[src/wb_pkg.sv]
`default_nettype none

package wb_pkg;

    // work carried by one lane
    typedef enum logic [2:0] {
        unit_none = 3'd0,
        unit_alu  = 3'd1,
        unit_link = 3'd2,
        unit_div  = 3'd3,
        unit_csr  = 3'd4,
        unit_load = 3'd5
    } unit_e;

    // cond field as seen by the divider
    typedef struct packed {
        logic [2:0] rsvd;
        logic       rem;
    } div_cond_t;

    // cond field as seen by the memory pipe
    typedef struct packed {
        logic       rsvd_hi;
        logic       store;
        logic [1:0] rsvd_lo;
    } mem_cond_t;

    typedef union packed {
        div_cond_t div_cond;
        mem_cond_t mem_cond;
    } cond_u;

    typedef struct packed {
        logic        valid;
        logic [31:0] pc;
        logic [4:0]  rd;
        unit_e       kind;
        cond_u       cond;
        logic [31:0] result;
        // divide operands replace result for a divide
        logic [31:0] src_a;
        logic [31:0] src_b;
    } issue_t;

    typedef struct packed {
        logic        we;
        logic [4:0]  rd;
        logic [31:0] data;
    } wb_port_t;

    typedef struct packed {
        logic        flag;
        logic [6:0]  ecode;
        logic [31:0] badv;
        logic [31:0] era;
    } exc_in_t;

    typedef struct packed {
        logic        flush;
        logic        tlb_exc;
        logic [6:0]  ecode;
        logic [31:0] badv;
        logic        wen_badv;
        logic [31:0] era;
        logic        wen_era;
        logic [18:0] vppn;
        logic        wen_vppn;
        logic [31:0] redirect_pc;
    } exc_wr_t;

    localparam logic [6:0] ecode_pil  = 7'h01;
    localparam logic [6:0] ecode_pis  = 7'h02;
    localparam logic [6:0] ecode_pif  = 7'h03;
    localparam logic [6:0] ecode_pme  = 7'h04;
    localparam logic [6:0] ecode_ppi  = 7'h07;
    localparam logic [6:0] ecode_adef = 7'h08;
    localparam logic [6:0] ecode_ale  = 7'h09;
    localparam logic [6:0] ecode_sys  = 7'h0b;
    localparam logic [6:0] ecode_tlbr = 7'h3f;

    // return address of a link op
    localparam logic [31:0] link_offset = 32'd4;

endpackage

`default_nettype wire

[src/div_iter.sv]
`timescale 1ns/10ps
`default_nettype none

module div_iter #(
    parameter int DIV_WIDTH = 32
) (
    input  logic                       clk,
    input  logic                       aresetn,
    input  logic                       start,
    input  logic                       lane,
    input  logic [DIV_WIDTH-1:0]       dividend,
    input  logic [DIV_WIDTH-1:0]       divisor,
    output logic [1:0][DIV_WIDTH-1:0]  quotient,
    output logic [1:0][DIV_WIDTH-1:0]  remainder,
    output logic                       done
);

    localparam int CNT_W = $clog2(DIV_WIDTH + 1);

    logic                 busy;
    logic [CNT_W-1:0]     cnt;
    logic                 lane_r;
    logic [DIV_WIDTH-1:0] quo_sh;
    logic [DIV_WIDTH-1:0] part_rem;
    logic [DIV_WIDTH-1:0] dsr;
    logic [DIV_WIDTH:0]   trial;
    logic [DIV_WIDTH:0]   diff;
    logic [DIV_WIDTH-1:0] quo_nxt;
    logic [DIV_WIDTH-1:0] rem_nxt;

    // shift in next dividend bit and try the subtract
    assign trial = {part_rem, quo_sh[DIV_WIDTH-1]};
    assign diff  = trial - {1'b0, dsr};

    // borrow means restore
    assign quo_nxt = {quo_sh[DIV_WIDTH-2:0], !diff[DIV_WIDTH]};
    assign rem_nxt = diff[DIV_WIDTH] ? trial[DIV_WIDTH-1:0] : diff[DIV_WIDTH-1:0];

    always_ff @(posedge clk or negedge aresetn) begin
        if (!aresetn) begin
            busy <= 1'b0;
            cnt  <= '0;
            done <= 1'b0;
        end else begin
            done <= busy && cnt == CNT_W'(1);
            if (start) begin
                busy <= 1'b1;
                cnt  <= CNT_W'(DIV_WIDTH);
            end else if (busy) begin
                busy <= cnt != CNT_W'(1);
                cnt  <= cnt - 1'b1;
            end
        end
    end

    // zero divisor gives all ones and the dividend as remainder
    always_ff @(posedge clk) begin
        if (start) begin
            quo_sh   <= dividend;
            part_rem <= '0;
            dsr      <= divisor;
            lane_r   <= lane;
        end else if (busy) begin
            quo_sh   <= quo_nxt;
            part_rem <= rem_nxt;
            if (cnt == CNT_W'(1)) begin
                // one result pair per lane so a double divide keeps both
                quotient[lane_r]  <= quo_nxt;
                remainder[lane_r] <= rem_nxt;
            end
        end
    end

endmodule

`default_nettype wire

[src/exc_commit.sv]
`timescale 1ns/10ps
`default_nettype none

module exc_commit import wb_pkg::*; (
    input  logic        clk,
    input  logic        aresetn,
    input  logic        take,
    input  exc_in_t     exc_in,
    input  logic        interrupt,
    input  logic [31:0] eentry,
    input  logic [31:0] tlbrentry,
    output exc_wr_t     exc_wr,
    output logic        kill
);

    logic is_tlbr;
    logic set_vppn;
    logic set_badv;
    logic hit;
    logic exc_take;

    assign is_tlbr  = exc_in.ecode == ecode_tlbr;
    // page faults and tlb refill carry a faulting va
    assign set_vppn = exc_in.ecode inside {ecode_pil, ecode_pis, ecode_pif, ecode_pme,
                                           ecode_ppi, ecode_tlbr};
    assign set_badv = set_vppn || exc_in.ecode inside {ecode_adef, ecode_ale};

    // a bundle taken during the flush cycle is wrong-path and dropped
    assign hit      = !exc_wr.flush && (exc_in.flag || interrupt);
    assign exc_take = take && !exc_wr.flush && exc_in.flag;
    assign kill     = exc_wr.flush || exc_in.flag || interrupt;

    always_ff @(posedge clk or negedge aresetn) begin
        if (!aresetn) begin
            exc_wr <= '0;
        end else begin
            exc_wr.flush    <= take && hit;
            exc_wr.wen_era  <= take && hit;
            exc_wr.tlb_exc  <= exc_take && is_tlbr;
            exc_wr.wen_badv <= exc_take && set_badv;
            exc_wr.wen_vppn <= exc_take && set_vppn;
            if (take) begin
                exc_wr.ecode       <= exc_in.ecode;
                exc_wr.badv        <= exc_in.badv;
                exc_wr.era         <= exc_in.era;
                exc_wr.vppn        <= exc_in.badv[18:0];
                exc_wr.redirect_pc <= (exc_in.flag && is_tlbr) ? tlbrentry : eentry;
            end
        end
    end

endmodule

`default_nettype wire

[src/wb_ctrl_fsm.sv]
`timescale 1ns/10ps
`default_nettype none

module wb_ctrl_fsm import wb_pkg::*; (
    input  logic   clk,
    input  logic   aresetn,
    input  issue_t issue0,
    input  issue_t issue1,
    input  logic   div_done,
    input  logic   csr_ready,
    input  logic   dcache_ready,
    output logic   allowin,
    output logic   div_start,
    output logic   div_op_sel
);

    typedef enum logic [1:0] {
        idle      = 2'd0,
        div_wait  = 2'd1,
        csr_wait  = 2'd2,
        load_wait = 2'd3
    } state_e;

    state_e     state;
    state_e     state_nxt;
    logic [1:0] div_cnt;
    logic [1:0] div_cnt_nxt;
    logic       div0;
    logic       div1;
    logic       csr0;
    logic       load0;

    assign div0  = issue0.valid && issue0.kind == unit_div;
    assign div1  = issue1.valid && issue1.kind == unit_div;
    assign csr0  = issue0.valid && issue0.kind == unit_csr;
    assign load0 = issue0.valid && issue0.kind == unit_load && !issue0.cond.mem_cond.store;

    always_ff @(posedge clk or negedge aresetn) begin
        if (!aresetn) begin
            state   <= idle;
            div_cnt <= 2'd0;
        end else begin
            state   <= state_nxt;
            div_cnt <= div_cnt_nxt;
        end
    end

    always_comb begin
        state_nxt   = state;
        div_cnt_nxt = div_cnt;
        allowin     = 1'b0;
        div_start   = 1'b0;
        div_op_sel  = 1'b0;
        case (state)
            idle: begin
                if (div0 || div1) begin
                    // lane 0 first and lane 1 second
                    div_start   = 1'b1;
                    div_op_sel  = !div0;
                    div_cnt_nxt = {1'b0, div0} + {1'b0, div1};
                    state_nxt   = div_wait;
                end else if (csr0) begin
                    allowin = csr_ready;
                    if (!csr_ready) begin
                        state_nxt = csr_wait;
                    end
                end else if (load0) begin
                    allowin = dcache_ready;
                    if (!dcache_ready) begin
                        state_nxt = load_wait;
                    end
                end else begin
                    allowin = 1'b1;
                end
            end
            div_wait: begin
                if (div_done) begin
                    div_cnt_nxt = div_cnt - 2'd1;
                    if (div_cnt == 2'd2) begin
                        div_start  = 1'b1;
                        div_op_sel = 1'b1;
                    end else if (csr0) begin
                        // csr read paired with a lane 1 divide
                        allowin   = csr_ready;
                        state_nxt = csr_ready ? idle : csr_wait;
                    end else if (load0) begin
                        allowin   = dcache_ready;
                        state_nxt = dcache_ready ? idle : load_wait;
                    end else begin
                        allowin   = 1'b1;
                        state_nxt = idle;
                    end
                end
            end
            csr_wait: begin
                allowin = csr_ready;
                if (csr_ready) begin
                    state_nxt = idle;
                end
            end
            default: begin
                allowin = dcache_ready;
                if (dcache_ready) begin
                    state_nxt = idle;
                end
            end
        endcase
    end

endmodule

`default_nettype wire

[src/wb_select.sv]
`timescale 1ns/10ps
`default_nettype none

module wb_select import wb_pkg::*; #(
    parameter int DIV_WIDTH = 32
) (
    input  logic                 clk,
    input  logic                 aresetn,
    input  logic                 take,
    input  logic                 kill,
    input  issue_t               issue0,
    input  issue_t               issue1,
    input  logic [DIV_WIDTH-1:0] q0,
    input  logic [DIV_WIDTH-1:0] r0,
    input  logic [DIV_WIDTH-1:0] q1,
    input  logic [DIV_WIDTH-1:0] r1,
    input  logic [31:0]          csr_rdata,
    input  logic [31:0]          dcache_data,
    output wb_port_t             wb0,
    output wb_port_t             wb1,
    output wb_port_t             wb2
);

    logic [31:0] q0_x;
    logic [31:0] r0_x;
    logic [31:0] q1_x;
    logic [31:0] r1_x;
    wb_port_t    lane0;
    wb_port_t    lane1;
    wb_port_t    load_port;

    assign q0_x = 32'(q0);
    assign r0_x = 32'(r0);
    assign q1_x = 32'(q1);
    assign r1_x = 32'(r1);

    function automatic wb_port_t lane_port(
        issue_t      is,
        logic [31:0] quo,
        logic [31:0] rem,
        logic [31:0] csr_data
    );
        wb_port_t p;
        p.we = is.valid;
        p.rd = is.rd;
        case (is.kind)
            unit_alu:  p.data = is.result;
            unit_link: p.data = is.result + link_offset;
            unit_div:  p.data = is.cond.div_cond.rem ? rem : quo;
            unit_csr:  p.data = csr_data;
            default: begin
                // loads use port 2 and stores or none write nothing
                p.we   = 1'b0;
                p.data = is.result;
            end
        endcase
        return p;
    endfunction

    assign lane0 = lane_port(issue0, q0_x, r0_x, csr_rdata);
    assign lane1 = lane_port(issue1, q1_x, r1_x, csr_rdata);

    assign load_port.we   = issue0.valid && issue0.kind == unit_load
                            && !issue0.cond.mem_cond.store;
    assign load_port.rd   = issue0.rd;
    assign load_port.data = dcache_data;

    always_ff @(posedge clk or negedge aresetn) begin
        if (!aresetn) begin
            wb0 <= '0;
            wb1 <= '0;
            wb2 <= '0;
        end else begin
            wb0.we <= take && !kill && lane0.we;
            wb1.we <= take && !kill && lane1.we;
            wb2.we <= take && !kill && load_port.we;
            if (take) begin
                wb0.rd   <= lane0.rd;
                wb0.data <= lane0.data;
                wb1.rd   <= lane1.rd;
                wb1.data <= lane1.data;
                wb2.rd   <= load_port.rd;
                wb2.data <= load_port.data;
            end
        end
    end

endmodule

`default_nettype wire

[src/wb_stage.sv]
`timescale 1ns/10ps
`default_nettype none

module wb_stage import wb_pkg::*; #(
    parameter int DIV_WIDTH = 32
) (
    input  logic        clk,
    input  logic        aresetn,
    input  issue_t      issue0,
    input  issue_t      issue1,
    input  exc_in_t     exc_in,
    input  logic        interrupt,
    input  logic [31:0] csr_rdata,
    input  logic        csr_ready,
    input  logic [31:0] dcache_data,
    input  logic        dcache_ready,
    input  logic [31:0] eentry,
    input  logic [31:0] tlbrentry,
    output logic        allowin,
    output wb_port_t    wb0,
    output wb_port_t    wb1,
    output wb_port_t    wb2,
    output exc_wr_t     exc_wr
);

    logic                      div_start;
    logic                      div_op_sel;
    logic                      div_done;
    logic                      kill;
    logic [DIV_WIDTH-1:0]      div_a;
    logic [DIV_WIDTH-1:0]      div_b;
    logic [1:0][DIV_WIDTH-1:0] quotient;
    logic [1:0][DIV_WIDTH-1:0] remainder;

    // operand bits above DIV_WIDTH are not used
    assign div_a = div_op_sel ? issue1.src_a[DIV_WIDTH-1:0] : issue0.src_a[DIV_WIDTH-1:0];
    assign div_b = div_op_sel ? issue1.src_b[DIV_WIDTH-1:0] : issue0.src_b[DIV_WIDTH-1:0];

    wb_ctrl_fsm u_ctrl (
        .clk          (clk),
        .aresetn      (aresetn),
        .issue0       (issue0),
        .issue1       (issue1),
        .div_done     (div_done),
        .csr_ready    (csr_ready),
        .dcache_ready (dcache_ready),
        .allowin      (allowin),
        .div_start    (div_start),
        .div_op_sel   (div_op_sel)
    );

    div_iter #(.DIV_WIDTH(DIV_WIDTH)) u_div (
        .clk       (clk),
        .aresetn   (aresetn),
        .start     (div_start),
        .lane      (div_op_sel),
        .dividend  (div_a),
        .divisor   (div_b),
        .quotient  (quotient),
        .remainder (remainder),
        .done      (div_done)
    );

    wb_select #(.DIV_WIDTH(DIV_WIDTH)) u_select (
        .clk         (clk),
        .aresetn     (aresetn),
        .take        (allowin),
        .kill        (kill),
        .issue0      (issue0),
        .issue1      (issue1),
        .q0          (quotient[0]),
        .r0          (remainder[0]),
        .q1          (quotient[1]),
        .r1          (remainder[1]),
        .csr_rdata   (csr_rdata),
        .dcache_data (dcache_data),
        .wb0         (wb0),
        .wb1         (wb1),
        .wb2         (wb2)
    );

    exc_commit u_exc (
        .clk       (clk),
        .aresetn   (aresetn),
        .take      (allowin),
        .exc_in    (exc_in),
        .interrupt (interrupt),
        .eentry    (eentry),
        .tlbrentry (tlbrentry),
        .exc_wr    (exc_wr),
        .kill      (kill)
    );

endmodule

`default_nettype wire

[config.mk]
export PLATFORM = sky130hd
export DESIGN_NAME = wb_stage
export DESIGN_NICKNAME = d
export VERILOG_FILES = /design/src/wb_pkg.sv /design/src/div_iter.sv /design/src/exc_commit.sv /design/src/wb_ctrl_fsm.sv /design/src/wb_select.sv /design/src/wb_stage.sv
export SDC_FILE = /design/constraint.sdc
export NUM_CORES = 1
export LEC_CHECK = 0
export ABC_AREA = 0
export CORE_AREA = 5 5 281 283
export DETAILED_ROUTE_END_ITERATION = 10
export DIE_AREA = 0 0 286 288
export DONT_BUFFER_PORTS = 1
export PLACE_DENSITY = 0.51
export SYNTH_ARGS = -nofsm -noshare
export SYNTH_HDL_FRONTEND = slang
export SYNTH_SLANG_ARGS = --single-unit
[constraint.sdc]
create_clock -name clk -period 9.5 [get_ports clk]
set_input_delay 0 -clock clk [delete_from_list [all_inputs] [get_ports clk]]
set_output_delay 0 -clock clk [all_outputs]
set_load 0.005 [all_outputs]
==> flow_metrics.py, run 1 <==
metrics = {
    "outcome": {
        "status": "finished clean",
    },
    "detailed_routing": {
        "drt_iter0_drc": 1149,
        "routed_via_density": 5.10,
        "dr.pass1.iters": 5,
        "postRouteAntennaNets": 0,
        "routed_wl_um": 88200,
        "drc": 0,
        "wl_per_cell_um": 24.9,
        "via_count": 18100,
    },
    "yosys": {
        "async_reset_ff_share_pct": 50.3,
        "yosys.area.top_type": "edfxtp_1",
        "synth_area_leaders": "edfxtp_1 25%, dfrtp_1 25%, mux2_2 8.4%, mux2i_1 5.2%, o21ai_0 4.6%",
        "syn_area_um2": 22800,
        "synth-warning-count": 0,
        "synthTopCellsByCount": "228 x dfrtp_1, 226 x nand2_1, 209 x o21ai_0",
        "yosysUniqueCellTypes": 80,
        "ys.flop_type": "dfrtp_1",
        "synth_cells": 2071,
        "synth_edf_count": 193,
        "synth_top_area_share_pct": 25.5,
        "ys_ff_latch": 453,
        "yosysMostFrequentCell": "dfrtp_1",
        "ys_seq_area_share_pct": 53.3,
        "synth.avg_cell_area_um2": 11.0,
        "syn_nets": 2603,
    },
    "global_routing": {
        "antenna_found_initial": 16,
        "grt_pass1_vias": 18600,
        "grt_start_max_net_pins": 229,
        "grtUsageTotal_pct": 20.2,
        "overflow": 0,
        "grt_pass1_wl_um": 125000,
    },
    "worst_setup_path": {
        "cp_max_fo": 35,
        "arrival_ps": 4380,
        "critPathLaunchType": "flip-flop",
        "crit_family": "compound AO/OA/AOI/OAI gates",
        "reg2reg_from": "u_div.quo_sh[31]",
        "critPathSlowestCell": "edfxtp_1",
        "crit_start": "u_div.quo_sh[31]",
        "crit_chain": "inv_1 -> ha_1 -> inv_1 -> fa_1 -> a21oi_1 -> o21ai_1 -> o211ai_2 -> a21oi_2 -> a211o_4 -> a31oi_4 -> xnor2_2 -> inv_6 -> mux2_2 -> o21a_1",
        "worst_r2r_path_depth": 14,
        "cp.required_ps": 9980,
        "path_depth": 14,
        "critPathKind": "reg -> reg",
        "slowest_delay_ps": 450,
        "end_kind": "flip-flop",
        "path_common_cell": "inv_1",
        "worst-path-buf-inv": 3,
    },
    "layout": {
        "fin_nets": 3023,
        "syn2layout_area_growth_pct": 33.0,
        "drive_gt1_share_pct": 13.2,
        "final_cell_area_um2": 30300,
    },
    "timing": {
        "slew_violations": 0,
        "final.period_utilization_pct": 41.1,
        "hold_viol": 0,
        "tightest_slew_ps": 1240,
        "max_freq_mhz": 256,
        "setup_tns_ps": 0,
        "period_needed_ps": 3900,
        "rsz0062_at_grt": "false",
        "fin_worst_skew_ps": 21.5,
        "slew-limit-headroom_pct": 17.0,
        "finalSetupViolations": 0,
    },
    "clock_network": {
        "cts.sinks": 453,
        "cts_resized": 0,
        "clkLatencyLatePin_ps": 610,
        "cts_buffer_depth": 3,
        "root_buffer": "clkbuf_16",
        "clkTransAtPathRegs_ps": 70,
        "cts_buffers": 53,
        "htreeDepth": 2,
        "cts_tree": "yes",
    },
    "floorplan": {
        "io-pin-count": 729,
        "core_um2": 76400,
        "dieArea_um2": 82400,
        "placementRows": 102,
        "die_x_um": 286,
        "initial_utilization_pct": 29.8,
        "die_h_um": 288,
    },
    "pwr": {
        "p_sw_uw": 3330,
        "power.density_nw_per_um2": 303,
        "clkPwrFrac_pct": 23.6,
        "peakVddDrop_uv": 316,
        "internal_power_uw": 5850,
        "pwr-share-comb_pct": 36.3,
        "p_leak_uw": 0.0122,
        "swShare_pct": 36.3,
        "pwr-share-seq_pct": 40.0,
    },
    "hold_path": {
        "hold_depth": 5,
        "hold_class": "in -> reg",
        "hp-start": "issue1[100]",
    },
    "placement": {
        "place_area_um2": 23600,
        "numPortBuffers": 0,
        "place_congestion": 0.907,
        "dp_hpwl_um": 65700,
    },
    "job": {
        "maxCapViolCount": 0,
    },
}
-- worst register-to-register path, stage by stage, from the launching register on --
cell,delay [ps]
edfxtp_1,450
inv_1,100
ha_1,180
inv_1,60
fa_1,400
a21oi_1,210
o21ai_1,190
o211ai_2,300
a21oi_2,130
a211o_4,390
a31oi_4,240
xnor2_2,170
inv_6,330
mux2_2,460
o21a_1,180
-- cells in the final DEF (no fill, tap or decap), drive strengths merged, types with 18 or more instances in the layout --
cell type,instances
a21o,23
a21oi,103
a221oi,18
a31oi,23
buf,28
clkbuf,71
dfrtp,228
dfxtp,32
diode,18
dlygate4sd3,475
edfxtp,193
ha,44
inv,74
mux2,194
mux2i,118
nand2,226
nand3,37
nor2,162
o21a,30
o21ai,212
xnor2,28
-- routing by layer --
layer	GRT usage (%)	up-vias	routed length (um)
met2	35.8	778	44200
li1	-	8345	-
met1	22.5	8738	32800
met4	10.9	2	4900
met3	4.84	217	6340
met5	0	-	14
-- sequential cells by signal (all words and copies together) (netlist names), 2 cells and up --
signal	flops
u_exc.exc_wr	107
u_select.wb1	38
u_div.cnt	6
u_div.quo_sh	32
u_div.remainder	64
u_select.wb2	38
u_ctrl.div_cnt	2
u_select.wb0	33
u_ctrl.state	2
u_div.quotient	64
u_div.part_rem	32
u_div.dsr	32
-- through the flow --
stage	hold slack (ps)	worst slack, ps	util (%)	total power (uW)	instances
final	38.8	5600	39.6	9180	3542
after global routing	69.7	5380	39.6	9710	3535
after CTS	27.9	5560	39.5	9220	3523
after global placement	-287	5620	30.8	6590	2948
after detailed placement	-288	5600	30.8	6710	2948
after floorplan	-296	2380	-	5880	2071
-- final timing paths --
check	endpoint	slack [ps]
max	u_div.part_rem[27]	5600
min	u_ctrl.div_cnt[0]	40
max reg2reg	u_div.part_rem[27]	5600
min reg2reg	u_div.quotient[57]	470
max in group asynchronous	u_select.wb1[17]	8310
min in group asynchronous	u_select.wb0[8]	200
-- what timing repair did --
item / in CTS / in global routing
hold buffers: 475 / 1
setup buffers: 0 / 0
endpoints found under the hold margin: 512 / 1
-- final cells by class --
type | instances | area, um^2
inverters | 68 | 260
fillers | 7169 | 46200
multi-input cells | 1412 | 9710
clock inverters | 29 | 378
flip-flops and latches | 453 | 12100
diodes | 18 | 45.0
repair buffers | 503 | 5000
clock buffers | 71 | 1500
well taps | 988 | 1240
-- power groups by stage --
stage / Sequential [uW] / Clock [uW] / Combinational, uW
2_1_floorplan: 3320 / 0 / 2560
3_3_place_gp: 3690 / 0 / 2900
3_5_place_dp: 3710 / 0 / 3000
4_1_cts: 3670 / 2230 / 3320
5_1_grt: 3730 / 2300 / 3680
6_report: 3670 / 2170 / 3340
-- kinds of logic (layout without fill, tap and decap cells) --
kind of cell | Yosys count | in the layout | share of synthesized area, %
other cells | 0 | 18 | 0
simple gates | 520 | 520 | 9.87
mux | 312 | 312 | 15.1
buf+inv | 206 | 671 | 4.17
xor+xnor | 43 | 43 | 1.69
compound gates | 492 | 492 | 13.3
flops | 453 | 453 | 53.3
fa+ha+maj | 45 | 45 | 2.51
Note: power is estimated with default switching activity, not from simulation.
==> inputs of run 2 (changes only) <==
--- a/config.mk
+++ b/config.mk
@@ -10,7 +10,7 @@
 export DETAILED_ROUTE_END_ITERATION = 10
 export DIE_AREA = 0 0 286 288
 export DONT_BUFFER_PORTS = 1
-export PLACE_DENSITY = 0.51
+export PLACE_DENSITY = 0.52
 export SYNTH_ARGS = -nofsm -noshare
 export SYNTH_HDL_FRONTEND = slang
 export SYNTH_SLANG_ARGS = --single-unit
==> constraint.sdc (replaced) <==
create_clock -name clk -period 3.18 [get_ports clk]
set_input_delay 0 -clock clk [delete_from_list [all_inputs] [get_ports clk]]
set_output_delay 0 -clock clk [all_outputs]
set_load 0.005 [all_outputs]
==> run 2 against run 1 <==
The run now ends with hold timing, setup timing left. Clock skew grew 2.1 ps. Wire length rose by 4.8%. Critical path depth is the same. Combinational power grew to 3.5 times the previous value. Die area unchanged. Utilization increased by 1.3 points. Worst hold slack worse by 950 ps. Cell area is 3.4% higher. Fmax rose by 17%. Via count rose by 4.4%. Worst setup slack got worse by 5800 ps. Critical path type unchanged.
==> flow_metrics.py, run 2 (same netlist as run 1, synthesis figures left out) <==
metrics = {
    "global_routing": {
        "antenna_found_initial": 21,
        "grt_pass1_wl_um": 131000,
        "grt_start_max_net_pins": 229,
        "overflow": 0,
        "grtUsageTotal_pct": 21.1,
        "grt_pass1_vias": 19300,
    },
    "layout": {
        "final_util_pct": 40.9,
        "multi_input_area_um2": 9840,
        "fin_cells": 3641,
        "regMostFlops": "u_exc.exc_wr",
        "largestRegisters": "u_exc.exc_wr x107, u_div.quotient x64, u_div.remainder x64",
        "syn2layout_area_growth_pct": 37.5,
        "largest_register_ffs": 107,
        "layout_common_cells": "519 x dlygate4sd3_1, 228 x dfrtp_1, 222 x nand2_1, 207 x o21ai_0, 193 x edfxtp_1",
        "regArea_um2": 12100,
        "fin_nets": 3122,
        "drive_gt1_share_pct": 15.7,
        "final_common_cell": "dlygate4sd3_1",
        "fillers": 7162,
    },
    "clock_network": {
        "clkTransAtPathRegs_ps": 60,
        "root_buffer": "clkbuf_16",
        "cts_tree": "yes",
        "cts_buffer_depth": 3,
        "cts.sinks": 453,
        "hold_buffers": 520,
        "clkLatencyLatePin_ps": 610,
        "htreeDepth": 2,
        "cts_buffers": 52,
    },
    "floorplan": {
        "core_um2": 76400,
        "die_h_um": 288,
        "io-pin-count": 729,
        "initial_utilization_pct": 29.8,
        "placementRows": 102,
        "dieArea_um2": 82400,
        "die_x_um": 286,
    },
    "detailed_routing": {
        "drc": 0,
        "dr.pass1.iters": 6,
        "wl_per_cell_um": 25.4,
        "routed_via_density": 5.18,
        "drt_iter0_drc": 1336,
        "via_count": 18900,
        "routed_wl_um": 92400,
        "postRouteAntennaNets": 0,
    },
    "pwr": {
        "peakVddDrop_uv": 402,
        "power.density_nw_per_um2": 922,
        "p_leak_uw": 0.0127,
        "finalPower_uw": 28800,
    },
    "timing": {
        "period_needed_ps": 3350,
        "setup_tns_ps": -8180,
        "tightest_slew_ps": 687,
        "worst_slack_ps": -167,
        "final.period_utilization_pct": 105,
        "rsz0062_at_grt": "true",
        "slew-limit-headroom_pct": 54.0,
        "finalSetupViolations": 88,
        "fin_worst_skew_ps": 23.6,
        "hold_viol": 228,
        "fin_hold_ws_ps": -909,
        "slew_violations": 0,
        "max_freq_mhz": 299,
    },
    "worst_setup_path": {
        "cp.required_ps": 3660,
        "path_common_cell": "inv_2",
        "cp_max_fo": 8,
        "crit_chain": "inv_2 -> ha_4 -> inv_2 -> fa_2 -> a21oi_4 -> o21ai_4 -> o211ai_2 -> a21oi_2 -> a211o_4 -> a31oi_4 -> xnor2_4 -> bufinv_16 -> mux2_4 -> o21a_1",
        "worst-path-buf-inv": 3,
        "critPathLaunchType": "flip-flop",
        "critPathSlowestCell": "a211o_4",
        "arrival_ps": 3830,
        "slowest_delay_ps": 380,
        "end_kind": "flip-flop",
        "crit_family": "compound AO/OA/AOI/OAI gates",
        "critPathKind": "reg -> reg",
    },
    "placement": {
        "dp_slack_ps": -369,
        "numPortBuffers": 0,
        "dp_hpwl_um": 66900,
        "place_congestion": 0.911,
        "place_inst": 2990,
    },
    "outcome": {
        "violations": "hold timing, setup timing",
        "status": "finished with violations",
    },
    "hold_path": {
        "hold_class": "in -> async",
    },
    "job": {
        "maxCapViolCount": 0,
    },
}
-- run 2: cell count changes in the layout (fill, tap and decap cells not counted), moves of 3 or more --
cell,previous run,this run
dlygate4sd3_1,475,519
clkinv_2,5,9
inv_1,65,61
buf_12,1,8
inv_2,2,5
diode_2,18,21
ha_1,44,41
nand2_1,226,222
nand2_2,0,4
clkbuf_1,10,7
buf_4,26,70
mux2_4,22,25
-- run 2: worst register-to-register path, delay by kind of cell (launching register included) --
kind / cells / cell delay (ps)
AOI/OAI and AO/OA: 7 / 1460
DFF: 1 / 370
xor gates and xnor gates: 1 / 220
adders and majority gates: 2 / 480
buffers and inverters: 3 / 360
muxes: 1 / 330
-- run 2: per-layer routing --
metal | GRT usage [%] | part of all wire (%) | vias to the layer above
li1 | - | - | 8539
met1 | 23.6 | 37 | 9216
met2 | 37.0 | 49 | 874
met3 | 5.05 | 7.0 | 245
met4 | 11.9 | 6.8 | 2
met5 | 0 | 0.014 | -
-- run 2: path summary, 6_finish.rpt --
kind,startpoint,to,slack [ps],depth (start not counted)
worst max-delay path,u_div.quo_sh[31],u_div.part_rem[3],-170,14
worst min-delay path,aresetn,u_exc.exc_wr[29],-910,0
worst max register to register,u_div.quo_sh[31],u_div.part_rem[3],-170,14
worst min register to register,u_div.quo_sh[0],u_div.quotient[1],480,0
max in group asynchronous,aresetn,u_select.wb0[22],3650,0
min in group clk,csr_ready,u_select.wb0[11],60,5
-- run 2: final cells by class --
| class | count | area share, % |
|---|---|---|
| clock inverters | 31 | 1.09 |
| repair buffers | 601 | 19.0 |
| clock buffers | 65 | 4.58 |
| well taps | 988 | 3.95 |
| inverters | 68 | 0.904 |
| diodes | 21 | 0.168 |
| multi-input cells | 1412 | 31.4 |
| repair inverters | 2 | 0.0800 |
| flip-flops and latches | 453 | 38.8 |
-- run 2: timing repair --
| item | 4_1_cts | 5_1_grt |
|---|---|---|
| setup buffers | 3 | 7 |
| gates resized for setup | 17 | 25 |
| pin swaps | 10 | 13 |
| hold endpoints to repair | 512 | 228 |
| endpoints found under the setup margin | 98 | 126 |
| gates cloned | 2 | 2 |
-- run 2: report_power, final --
| group | internal (uW) | leakage, uW | total [uW] | switching (uW) |
|---|---|---|---|---|
| combinational | 6070 | 0.00703 | 11600 | 5500 |
| clock | 3630 | 0.000863 | 6210 | 2580 |
| sequential | 8760 | 0.00480 | 11100 | 2310 |
-- run 2: per-stage QoR --
stage / hold slack, ps / cell area, um^2
6_report: -909 / 31300
5_1_grt: -934 / 31300
4_1_cts: -943 / 31100
3_5_place_dp: -288 / 24000
3_3_place_gp: -288 / 24000
2_1_floorplan: -296 / 22800
